`src/verilog/axi_bridge_consts.svh`:
```
`ifndef AXI_BRIDGE_CONSTS_SVH
`define AXI_BRIDGE_CONSTS_SVH

// bus widths
`define ADDR_W 32
`define DATA_W 64
`define STRB_W (`DATA_W / 8)

// axlen field and client length width
`define LEN_W 8

// longest burst the bridge issues
`define MAX_BEATS 8

// axburst codes
`define BURST_FIXED 2'b00
`define BURST_INCR 2'b01

// xresp codes
`define RESP_OKAY 2'b00
`define RESP_EXOKAY 2'b01
`define RESP_SLVERR 2'b10
`define RESP_DECERR 2'b11

`endif

```
`src/verilog/axi_bridge_pkg.sv`:
```
`default_nettype none

package axi_bridge_pkg;

  typedef enum logic [2:0] {
    wr_idle,
    wr_addr_data,   // single write, aw and w together
    wr_addr_burst,  // burst, address goes first
    wr_data_burst,
    wr_resp
  } wr_state_e;

  typedef enum logic [1:0] {
    rd_idle,
    rd_addr,
    rd_data
  } rd_state_e;

  typedef enum logic {
    client_fetch,
    client_data
  } client_e;

  typedef enum logic [2:0] {
    size_1 = 3'd0,
    size_2 = 3'd1,
    size_4 = 3'd2,
    size_8 = 3'd3
  } axi_size_e;

  // client one-hot byte count to axsize, widest bit wins
  function automatic axi_size_e size_code(input logic [3:0] size_onehot);
    axi_size_e code;
    if (size_onehot[3]) code = size_8;
    else if (size_onehot[2]) code = size_4;
    else if (size_onehot[1]) code = size_2;
    else code = size_1;
    return code;
  endfunction

endpackage

`default_nettype wire

```
`src/verilog/mem_read_arbiter.sv`:
```
`timescale 1ns/1ps
`default_nettype none
`include "axi_bridge_consts.svh"

module mem_read_arbiter (
  input  wire                clock,
  input  wire                reset,
  // instruction fetch client, reads only
  input  wire                fetch_req_i,
  input  wire [`ADDR_W-1:0]  fetch_addr_i,
  input  wire [`LEN_W-1:0]   fetch_len_i,
  // data client, read side
  input  wire                data_read_i,
  input  wire [`ADDR_W-1:0]  data_addr_i,
  input  wire [`LEN_W-1:0]   data_len_i,
  input  wire [3:0]          data_size_i,
  // from the read master
  input  wire                rd_beat_i,
  input  wire                rd_last_i,
  input  wire [`DATA_W-1:0]  rd_data_i,
  // to the read master
  output logic               rd_req_o,
  output logic [`ADDR_W-1:0] rd_addr_o,
  output logic [`LEN_W-1:0]  rd_len_o,
  output logic [3:0]         rd_size_o,
  // steered responses
  output logic               fetch_rvalid_o,
  output logic               fetch_rlast_o,
  output logic [`DATA_W-1:0] fetch_rdata_o,
  output logic               data_rvalid_o,
  output logic               data_rlast_o,
  output logic [`DATA_W-1:0] data_rdata_o
);

  axi_bridge_pkg::client_e owner;     // current owner while busy
  axi_bridge_pkg::client_e last_win;  // winner of the latest collision
  axi_bridge_pkg::client_e gnt;
  axi_bridge_pkg::client_e sel;
  logic busy;
  logic sel_req;
  logic to_fetch;
  logic to_data;

  // collisions take turns, otherwise whoever asks
  always_comb begin
    if (fetch_req_i && data_read_i) begin
      gnt = (last_win == axi_bridge_pkg::client_fetch) ? axi_bridge_pkg::client_data
                                                       : axi_bridge_pkg::client_fetch;
    end else if (fetch_req_i) begin
      gnt = axi_bridge_pkg::client_fetch;
    end else begin
      gnt = axi_bridge_pkg::client_data;
    end
  end

  assign sel     = busy ? owner : gnt;
  assign sel_req = (sel == axi_bridge_pkg::client_fetch) ? fetch_req_i : data_read_i;

  // dropped on the completion cycle so the old level is not reissued
  assign rd_req_o = sel_req & ~rd_last_i;

  always_comb begin
    if (sel == axi_bridge_pkg::client_fetch) begin
      rd_addr_o = fetch_addr_i;
      rd_len_o  = fetch_len_i;
      rd_size_o = 4'b1000;  // fetch is always a full word
    end else begin
      rd_addr_o = data_addr_i;
      rd_len_o  = data_len_i;
      rd_size_o = data_size_i;
    end
  end

  always_ff @(posedge clock) begin
    if (reset) begin
      busy     <= 1'b0;
      owner    <= axi_bridge_pkg::client_data;
      last_win <= axi_bridge_pkg::client_data;  // fetch wins the first collision
    end else if (!busy) begin
      if (rd_req_o) begin
        busy  <= 1'b1;
        owner <= gnt;
        if (fetch_req_i && data_read_i) last_win <= gnt;
      end
    end else if (rd_last_i) begin
      busy <= 1'b0;
    end
  end

  // beats only go to the owner
  assign to_fetch = busy & (owner == axi_bridge_pkg::client_fetch);
  assign to_data  = busy & (owner == axi_bridge_pkg::client_data);

  assign fetch_rvalid_o = rd_beat_i & to_fetch;
  assign fetch_rlast_o  = rd_last_i & to_fetch;
  assign fetch_rdata_o  = rd_data_i;
  assign data_rvalid_o  = rd_beat_i & to_data;
  assign data_rlast_o   = rd_last_i & to_data;
  assign data_rdata_o   = rd_data_i;

endmodule

`default_nettype wire

```
`src/verilog/axi_write_master.sv`:
```
`timescale 1ns/1ps
`default_nettype none
`include "axi_bridge_consts.svh"

module axi_write_master (
  input  wire                clock,
  input  wire                reset,
  // client write side
  input  wire                wr_req_i,
  input  wire [`ADDR_W-1:0]  wr_addr_i,
  input  wire [`LEN_W-1:0]   wr_len_i,
  input  wire [3:0]          wr_size_i,  // one-hot byte count
  input  wire [`STRB_W-1:0]  wr_mask_i,
  input  wire [`DATA_W-1:0]  wr_data_i,
  output logic               wr_ack_o,
  output logic               wr_done_o,
  output logic [1:0]         wr_resp_o,
  // axi write channels
  input  wire                aw_ready_i,
  input  wire                w_ready_i,
  input  wire                b_valid_i,
  input  wire [1:0]          b_resp_i,
  output logic               aw_valid_o,
  output logic [`ADDR_W-1:0] aw_addr_o,
  output logic [`LEN_W-1:0]  aw_len_o,
  output logic [2:0]         aw_size_o,
  output logic [1:0]         aw_burst_o,
  output logic               w_valid_o,
  output logic [`DATA_W-1:0] w_data_o,
  output logic [`STRB_W-1:0] w_strb_o,
  output logic               w_last_o,
  output logic               b_ready_o
);

  localparam int CNT_W = $clog2(`MAX_BEATS);

  axi_bridge_pkg::wr_state_e state;
  logic [CNT_W-1:0] beat_cnt;   // index of the beat being loaded
  logic             beat_gap;   // client swaps in the next beat
  logic             aw_hs;
  logic             w_hs;
  logic             b_hs;
  logic             last_beat;

  assign aw_hs = aw_valid_o & aw_ready_i;
  assign w_hs  = w_valid_o & w_ready_i;
  assign b_hs  = b_valid_i & b_ready_o;

  assign last_beat  = (beat_cnt == aw_len_o[CNT_W-1:0]);
  assign aw_burst_o = `BURST_INCR;

  always_ff @(posedge clock) begin
    if (reset) begin
      state      <= axi_bridge_pkg::wr_idle;
      aw_valid_o <= 1'b0;
      w_valid_o  <= 1'b0;
      w_last_o   <= 1'b0;
      b_ready_o  <= 1'b0;
      wr_ack_o   <= 1'b0;
      wr_done_o  <= 1'b0;
      wr_resp_o  <= `RESP_OKAY;
      beat_cnt   <= '0;
      beat_gap   <= 1'b0;
    end else begin
      wr_ack_o  <= 1'b0;
      wr_done_o <= 1'b0;
      case (state)
        axi_bridge_pkg::wr_idle: begin
          if (wr_req_i && !wr_done_o) begin  // no reissue on the done cycle
            aw_valid_o <= 1'b1;
            aw_addr_o  <= wr_addr_i;
            aw_len_o   <= wr_len_i;
            aw_size_o  <= axi_bridge_pkg::size_code(wr_size_i);
            beat_cnt   <= '0;
            beat_gap   <= 1'b0;
            if (wr_len_i == '0) begin
              w_valid_o <= 1'b1;
              w_last_o  <= 1'b1;
              w_data_o  <= wr_data_i;
              w_strb_o  <= wr_mask_i;
              state     <= axi_bridge_pkg::wr_addr_data;
            end else begin
              state <= axi_bridge_pkg::wr_addr_burst;
            end
          end
        end
        axi_bridge_pkg::wr_addr_data: begin
          if (aw_hs) aw_valid_o <= 1'b0;
          if (w_hs) begin
            w_valid_o <= 1'b0;
            w_last_o  <= 1'b0;
            wr_ack_o  <= 1'b1;
          end
          // both channels done, either earlier or right now
          if ((!aw_valid_o || aw_ready_i) && (!w_valid_o || w_ready_i)) begin
            b_ready_o <= 1'b1;
            state     <= axi_bridge_pkg::wr_resp;
          end
        end
        axi_bridge_pkg::wr_addr_burst: begin
          if (aw_hs) begin
            aw_valid_o <= 1'b0;
            w_valid_o  <= 1'b1;  // first beat is already on the client bus
            w_last_o   <= last_beat;
            w_data_o   <= wr_data_i;
            w_strb_o   <= wr_mask_i;
            state      <= axi_bridge_pkg::wr_data_burst;
          end
        end
        axi_bridge_pkg::wr_data_burst: begin
          if (w_hs) begin
            w_valid_o <= 1'b0;
            w_last_o  <= 1'b0;
            wr_ack_o  <= 1'b1;
            beat_cnt  <= beat_cnt + 1'b1;
            if (w_last_o) begin
              b_ready_o <= 1'b1;
              state     <= axi_bridge_pkg::wr_resp;
            end else begin
              beat_gap <= 1'b1;
            end
          end else if (!w_valid_o) begin
            if (beat_gap) begin
              beat_gap <= 1'b0;
            end else begin
              w_valid_o <= 1'b1;
              w_last_o  <= last_beat;
              w_data_o  <= wr_data_i;
              w_strb_o  <= wr_mask_i;
            end
          end
        end
        axi_bridge_pkg::wr_resp: begin
          if (b_hs) begin
            b_ready_o <= 1'b0;
            wr_done_o <= 1'b1;
            wr_resp_o <= b_resp_i;  // reported as is
            state     <= axi_bridge_pkg::wr_idle;
          end
        end
        default: state <= axi_bridge_pkg::wr_idle;
      endcase
    end
  end

endmodule

`default_nettype wire

```
`src/verilog/axi_read_master.sv`:
```
`timescale 1ns/1ps
`default_nettype none
`include "axi_bridge_consts.svh"

module axi_read_master (
  input  wire                clock,
  input  wire                reset,
  // request from the arbiter
  input  wire                rd_req_i,
  input  wire [`ADDR_W-1:0]  rd_addr_i,
  input  wire [`LEN_W-1:0]   rd_len_i,
  input  wire [3:0]          rd_size_i,
  // axi read channels
  input  wire                ar_ready_i,
  input  wire                r_valid_i,
  input  wire [`DATA_W-1:0]  r_data_i,
  input  wire                r_last_i,
  // beat pulses back to the arbiter
  output logic               rd_beat_o,
  output logic               rd_last_o,
  output logic [`DATA_W-1:0] rd_data_o,
  output logic               ar_valid_o,
  output logic [`ADDR_W-1:0] ar_addr_o,
  output logic [`LEN_W-1:0]  ar_len_o,
  output logic [2:0]         ar_size_o,
  output logic [1:0]         ar_burst_o,
  output logic               r_ready_o
);

  axi_bridge_pkg::rd_state_e state;

  assign ar_burst_o = `BURST_INCR;

  always_ff @(posedge clock) begin
    if (reset) begin
      state      <= axi_bridge_pkg::rd_idle;
      ar_valid_o <= 1'b0;
      r_ready_o  <= 1'b0;
      rd_beat_o  <= 1'b0;
      rd_last_o  <= 1'b0;
    end else begin
      rd_beat_o <= 1'b0;
      rd_last_o <= 1'b0;
      case (state)
        axi_bridge_pkg::rd_idle: begin
          // last pulse cycle still sees the finished request
          if (rd_req_i && !rd_last_o) begin
            ar_valid_o <= 1'b1;
            ar_addr_o  <= rd_addr_i;
            ar_len_o   <= rd_len_i;
            ar_size_o  <= axi_bridge_pkg::size_code(rd_size_i);
            state      <= axi_bridge_pkg::rd_addr;
          end
        end
        axi_bridge_pkg::rd_addr: begin
          if (ar_ready_i) begin  // ar_valid_o is high in this state
            ar_valid_o <= 1'b0;
            r_ready_o  <= 1'b1;
            state      <= axi_bridge_pkg::rd_data;
          end
        end
        axi_bridge_pkg::rd_data: begin
          if (r_valid_i) begin
            rd_beat_o <= 1'b1;
            rd_last_o <= r_last_i;
            rd_data_o <= r_data_i;
            if (r_last_i) begin
              r_ready_o <= 1'b0;
              state     <= axi_bridge_pkg::rd_idle;
            end
          end
        end
        default: state <= axi_bridge_pkg::rd_idle;
      endcase
    end
  end

endmodule

`default_nettype wire

```
`src/verilog/axi_bridge_top.sv`:
```
`timescale 1ns/1ps
`default_nettype none
`include "axi_bridge_consts.svh"

module axi_bridge_top (
  input  wire                 clock,
  input  wire                 reset,
  // fetch client
  input  wire                 fetch_req_i,
  input  wire [`ADDR_W-1:0]   fetch_addr_i,
  input  wire [`LEN_W-1:0]    fetch_len_i,
  output wire                 fetch_rvalid_o,
  output wire                 fetch_rlast_o,
  output wire [`DATA_W-1:0]   fetch_rdata_o,
  // data client
  input  wire                 data_read_i,
  input  wire                 data_write_i,
  input  wire [`ADDR_W-1:0]   data_addr_i,
  input  wire [`LEN_W-1:0]    data_len_i,
  input  wire [3:0]           data_size_i,
  input  wire [`STRB_W-1:0]   data_wmask_i,
  input  wire [`DATA_W-1:0]   data_wdata_i,
  output wire                 data_rvalid_o,
  output wire                 data_rlast_o,
  output wire [`DATA_W-1:0]   data_rdata_o,
  output wire                 data_wack_o,
  output wire                 data_wdone_o,
  output wire [1:0]           data_wresp_o,
  // axi master
  input  wire                 aw_ready_i,
  output wire                 aw_valid_o,
  output wire [`ADDR_W-1:0]   aw_addr_o,
  output wire [`LEN_W-1:0]    aw_len_o,
  output wire [2:0]           aw_size_o,
  output wire [1:0]           aw_burst_o,
  input  wire                 w_ready_i,
  output wire                 w_valid_o,
  output wire [`DATA_W-1:0]   w_data_o,
  output wire [`STRB_W-1:0]   w_strb_o,
  output wire                 w_last_o,
  input  wire                 b_valid_i,
  input  wire [1:0]           b_resp_i,
  output wire                 b_ready_o,
  input  wire                 ar_ready_i,
  output wire                 ar_valid_o,
  output wire [`ADDR_W-1:0]   ar_addr_o,
  output wire [`LEN_W-1:0]    ar_len_o,
  output wire [2:0]           ar_size_o,
  output wire [1:0]           ar_burst_o,
  input  wire                 r_valid_i,
  input  wire [`DATA_W-1:0]   r_data_i,
  input  wire                 r_last_i,
  output wire                 r_ready_o
);

  // arbiter to read master
  wire               rd_req;
  wire [`ADDR_W-1:0] rd_addr;
  wire [`LEN_W-1:0]  rd_len;
  wire [3:0]         rd_size;
  wire               rd_beat;
  wire               rd_last;
  wire [`DATA_W-1:0] rd_data;

  mem_read_arbiter arb_i (
    .clock(clock), .reset(reset),
    .fetch_req_i(fetch_req_i), .fetch_addr_i(fetch_addr_i), .fetch_len_i(fetch_len_i),
    .data_read_i(data_read_i), .data_addr_i(data_addr_i), .data_len_i(data_len_i),
    .data_size_i(data_size_i),
    .rd_beat_i(rd_beat), .rd_last_i(rd_last), .rd_data_i(rd_data),
    .rd_req_o(rd_req), .rd_addr_o(rd_addr), .rd_len_o(rd_len), .rd_size_o(rd_size),
    .fetch_rvalid_o(fetch_rvalid_o), .fetch_rlast_o(fetch_rlast_o),
    .fetch_rdata_o(fetch_rdata_o),
    .data_rvalid_o(data_rvalid_o), .data_rlast_o(data_rlast_o), .data_rdata_o(data_rdata_o)
  );

  axi_read_master rd_i (
    .clock(clock), .reset(reset),
    .rd_req_i(rd_req), .rd_addr_i(rd_addr), .rd_len_i(rd_len), .rd_size_i(rd_size),
    .ar_ready_i(ar_ready_i), .r_valid_i(r_valid_i), .r_data_i(r_data_i), .r_last_i(r_last_i),
    .rd_beat_o(rd_beat), .rd_last_o(rd_last), .rd_data_o(rd_data),
    .ar_valid_o(ar_valid_o), .ar_addr_o(ar_addr_o), .ar_len_o(ar_len_o),
    .ar_size_o(ar_size_o), .ar_burst_o(ar_burst_o), .r_ready_o(r_ready_o)
  );

  // writes come only from the data client
  axi_write_master wr_i (
    .clock(clock), .reset(reset),
    .wr_req_i(data_write_i), .wr_addr_i(data_addr_i), .wr_len_i(data_len_i),
    .wr_size_i(data_size_i), .wr_mask_i(data_wmask_i), .wr_data_i(data_wdata_i),
    .wr_ack_o(data_wack_o), .wr_done_o(data_wdone_o), .wr_resp_o(data_wresp_o),
    .aw_ready_i(aw_ready_i), .w_ready_i(w_ready_i), .b_valid_i(b_valid_i),
    .b_resp_i(b_resp_i),
    .aw_valid_o(aw_valid_o), .aw_addr_o(aw_addr_o), .aw_len_o(aw_len_o),
    .aw_size_o(aw_size_o), .aw_burst_o(aw_burst_o),
    .w_valid_o(w_valid_o), .w_data_o(w_data_o), .w_strb_o(w_strb_o), .w_last_o(w_last_o),
    .b_ready_o(b_ready_o)
  );

endmodule

`default_nettype wire

```
`config.mk`:
```
export PLATFORM = sky130hd
export DESIGN_NAME = axi_bridge_top
export DESIGN_NICKNAME = d
export VERILOG_FILES = /design/src/verilog/axi_bridge_pkg.sv /design/src/verilog/mem_read_arbiter.sv /design/src/verilog/axi_write_master.sv /design/src/verilog/axi_read_master.sv /design/src/verilog/axi_bridge_top.sv
export VERILOG_INCLUDE_DIRS = /design/src /design/src/verilog
export SDC_FILE = /design/constraint.sdc
export NUM_CORES = 1
export LEC_CHECK = 0
export BUFFER_PORTS_ARGS = -buffer_cell sky130_fd_sc_hd__buf_4
export CAP_MARGIN = 40
export CORE_AREA = 2 2 206 208
export DETAILED_ROUTE_END_ITERATION = 8
export DIE_AREA = 0 0 208 210
export GPL_ROUTABILITY_DRIVEN = 0
export GPL_TIMING_DRIVEN = 0
export HOLD_SLACK_MARGIN = 0.08
export PLACE_DENSITY = 0.53
export SLEW_MARGIN = 5
export SYNTH_ARGS = -nofsm -noshare
export SYNTH_HDL_FRONTEND = slang
export SYNTH_SLANG_ARGS = --single-unit
```
`constraint.sdc`:
```
create_clock -name clock -period 21.2 [get_ports clock]
set_input_delay 1.06 -clock clock [delete_from_list [all_inputs] [get_ports clock]]
set_output_delay 1.06 -clock clock [all_outputs]
set_load 0.005 [all_outputs]
```
==> run_results.csv <==
group,metric,value,unit
run_status,status,"completed",
global_routing,grt_pass1_wl,43700,µm
die,start_util,21.5,%
global_routing,use_met3,5.21,%
die,die_x,208,µm
placed_design,pre_cts_ws,17.48,ns
setup_path,rrSetupSlack,18.53,ns
layout,postLayoutCellArea,0.0147,mm²
synth,ys_top_cells_by_area,"edfxtp_1, buf_4, dfxtp_1",
layout,finalNetCount,1314,
clocking,cts.path.max_buffers,3,
setup_path,path_cells,"clkbuf_1 -> buf_1 -> nor4_2 -> buf_2 -> buf_4 -> buf_4 -> buf_4 -> buf_2",
timing,fin_crit_sh,14.2,%
clocking,cts_made_buffers,29,
die,io_pins,537,
synth,yosysUniqueCellTypes,45,
drt,vias_per_cell,3.93,
die,die-area,0.0437,mm²
worst_hold_path,hold_start,"rd_i.r_ready_o$_SDFFE_PP0P_",
layout,fill_cells,4114,
timing,rsz0062_at_grt,"no",
global_routing,grt_overflow_total,0,
synth,yosysTopAreaCellShare,74.0,%
layout,drive_gt1_share,64.9,%
setup_path,crit_path_end_kind,"register",
timing,tns,0,ns
setup_path,cp.required,21.46,ns
clocking,clkTransAtPathRegs,0.06,ns
drt,dr.pass1.iters,4,
clocking,cts_sinks,244,
timing,fmaxAchievable,331,MHz
drt,via_count,6448,
timing,fin_hold_ws,0.490,ns
clocking,clockRootBuffer,"clkbuf_16",
worst_hold_path,min_path_type,"reg -> reg",
drt,wl_per_cell,18.9,µm
synth,avgSynthCellArea,17.8,µm²
setup_path,reg2reg_depth,8,
die,num_rows,75,
global_routing,track_usage,13.4,%
drt,drtAntennaViolNets,0,
setup_path,crit_slowest_cell,"nor4_2",
setup_path,cp_max_fo,10,
clocking,cts_tree,"done",
setup_path,critical_path.max_stage_delay,0.53,ns
setup_path,worstSetupPathType,"in -> reg",
layout,multi_input_area,0.00128,mm²
synth,synth_largest_area_cell,"edfxtp_1",
global_routing,grt_max_degree,66,
timing,worst_pin_slew,0.884,ns
synth,ys_seq_area_share,79.3,%
pwr,peakVddDrop,0.0599,mV
placed_design,placed_area,0.0137,mm²
clocking,htree_levels,1,
job,maxCapViolCount,0,
pwr,total_power,1.17,mW
timing,final-setup-viol-count,0,
global_routing,use_met1,14.4,%
synth,ys_warn_count,0,
synth,syn_inst,502,
drt,drt-initial-drc-count,294,
clocking,worstSkewPairLatency,0.57,ns
timing,timing.final.hold_violations,0,
placed_design,io_buffers,528,
drt,finalWirelength,31000,µm
timing,period_needed,3.02,ns
synth,synth-seq-cells,244,
pwr,p_leak,6.13,nW
layout,area_growth,64.3,%
clocking,post_cts_resized,0,
clocking,cts.hold.buffers_added,0,
setup_path,critPathMostFrequentCell,"buf_4",
global_routing,antenna_found_initial,5,
timing,worst_slack,18.18,ns
drt,drc,0,
setup_path,crit_end,"rd_i.ar_addr_o[25]$_DFFE_PP_",
global_routing,top_usage_layer,"met2",
setup_path,arrival,3.28,ns
setup_path,crit_start,"reset",
global_routing,grt_pass1_vias,6537,
timing,drv_slew,0,
clocking,post_cts_buffers,0,
placed_design,dp_hpwl,24900,µm
setup_path,critPathLaunchType,"primary input",
layout,seqCellArea,0.00709,mm²
pwr,p_per_area,79.6,mW/mm²
setup_path,r2r_end,"rd_i.ar_addr_o[25]$_DFFE_PP_",
synth,netlist_area,0.00893,mm²
timing,finalClockSkew,0.00710,ns
setup_path,r2r_start,"arb_i.owner$_SDFFE_PP1P_",
die,die_h,210,µm
timing,slew_headroom,41.0,%
die,core-area,0.0415,mm²
global_routing,grtUsageMet2,24.6,%
## metrics by stage
| step | cells | utilization (%) |
|---|---|---|
| finish | 1642 | 35.4 |
| global route | 1641 | 35.4 |
| CTS | 1641 | 35.4 |
| detailed placement | 1588 | 33.1 |
| global placement | 1573 | 32.8 |
| floorplan | 506 | - |
## cells in the mapped netlist (all sizes together)
master and n:
nor2b 11, inv 4, nor2 18, ha 1, or3b 1, a211o 1, o22ai 1, nand4 3
or2 3, nand3b 2, edfxtp 220, a2bb2oi 1, dfxtp 24, xor2 4, o311ai 2, o31ai 4
a21o 2, or4 2, nand2b 6, and2 4, nand2 16, mux2i 4, a21oi 12, a31oi 2
a22oi 1, nor3b 1, a211oi 2, nor3 8, clkbuf 4, nand3 1, o21ai 7, mux2 41
nor4 4, buf 78, conb 2, or4b 1, and3 4
## worst max-delay path, delay by kind of cell
family	cells	cell delay [ns]
buf+inv	7	1.69
simple gates	1	0.53
## final cells by class
| cell class | count | share of cell area (%) |
|---|---|---|
| antenna | 1 | 0.0171 |
| buffer | 82 | 3.98 |
| clock inverter | 16 | 1.17 |
| tap | 539 | 4.60 |
| inverter | 4 | 0.102 |
| timing repair buffer | 543 | 27.9 |
| multi-input combinational | 176 | 8.76 |
| sequential | 244 | 48.3 |
| clock buffer | 37 | 5.15 |
## cell usage in the layout, fill, tap and decap left out, types with 2 or more instances in the layout
master	n
buf_4	605
edfxtp_1	220
mux2_2	41
clkbuf_16	29
dfxtp_1	24
nor2_1	17
nand2_1	16
clkbuf_1	12
a21oi_1	11
nor2b_1	10
buf_2	8
nor3_1	7
o21ai_0	7
nand2b_1	6
conb_1	6
clkinv_2	6
buf_6	5
inv_1	4
mux2i_1	4
and2_1	4
xor2_1	4
o31ai_1	4
clkinv_1	4
or2_2	3
and3_1	3
nor4_1	3
nand4_1	3
bufinv_16	3
buf_1	2
a31oi_1	2
nand3b_1	2
a21o_1	2
a211oi_1	2
## per-layer routing
metal	vias to the layer above	part of all wire (%)	routed length [µm]
met5	-	0.074	23
met4	4	2.1	653
met3	48	10	3180
met2	350	52	16300
met1	3069	35	10900
li1	2977	-	-
## power by group
| group | switching [mW] | total (mW) | leakage, nW | internal (mW) |
|---|---|---|---|---|
| clock | 0.202 | 0.490 | 0.453 | 0.289 |
| sequential | 0.00765 | 0.559 | 2.22 | 0.552 |
| combinational | 0.0489 | 0.118 | 3.46 | 0.0687 |
| total | 0.258 | 1.17 | 6.13 | 0.909 |
## state kept, by name (all words and copies together), names as in the netlist, 2 cells and up
name / count
rd_i.rd_data_o: 64
wr_i.w_data_o: 64
rd_i.ar_addr_o: 32
wr_i.aw_addr_o: 32
rd_i.ar_len_o: 8
wr_i.aw_len_o: 8
wr_i.w_strb_o: 8
wr_i.beat_cnt: 3
wr_i.state: 3
rd_i.ar_size_o: 2
rd_i.state: 2
wr_i.aw_size_o: 2
wr_i.wr_resp_o: 2
## how the worst min path moves through the flow
stage | end | cells after the start
finish | rd_i.r_ready_o$_SDFFE_PP0P_ | 2
global placement | rd_i.ar_valid_o$_SDFFE_PP0P_ | 2
floorplan | arb_i.busy$_SDFF_PP0_ | 1
global route | rd_i.ar_valid_o$_SDFFE_PP0P_ | 2
detailed placement | rd_i.ar_valid_o$_SDFFE_PP0P_ | 2
CTS | rd_i.ar_valid_o$_SDFFE_PP0P_ | 2
## cells by family (layout without fill, tap and decap cells)
family                   count (synthesis)  after routing  synth area share (%)
XOR/XNOR                                 4              4                 0.392
buffers and inverters                   86            682                  6.71
adder cells (fa/ha/maj)                  1              1                 0.140
AO/OA/AOI/OAI                           35             35                  2.54
multiplexers                            45             45                  5.62
other                                    2              7                0.0841
AND/OR/NAND/NOR                         85             85                  5.18
flip-flops                             244            244                  79.3
Note: power is estimated with default switching activity, not from simulation.
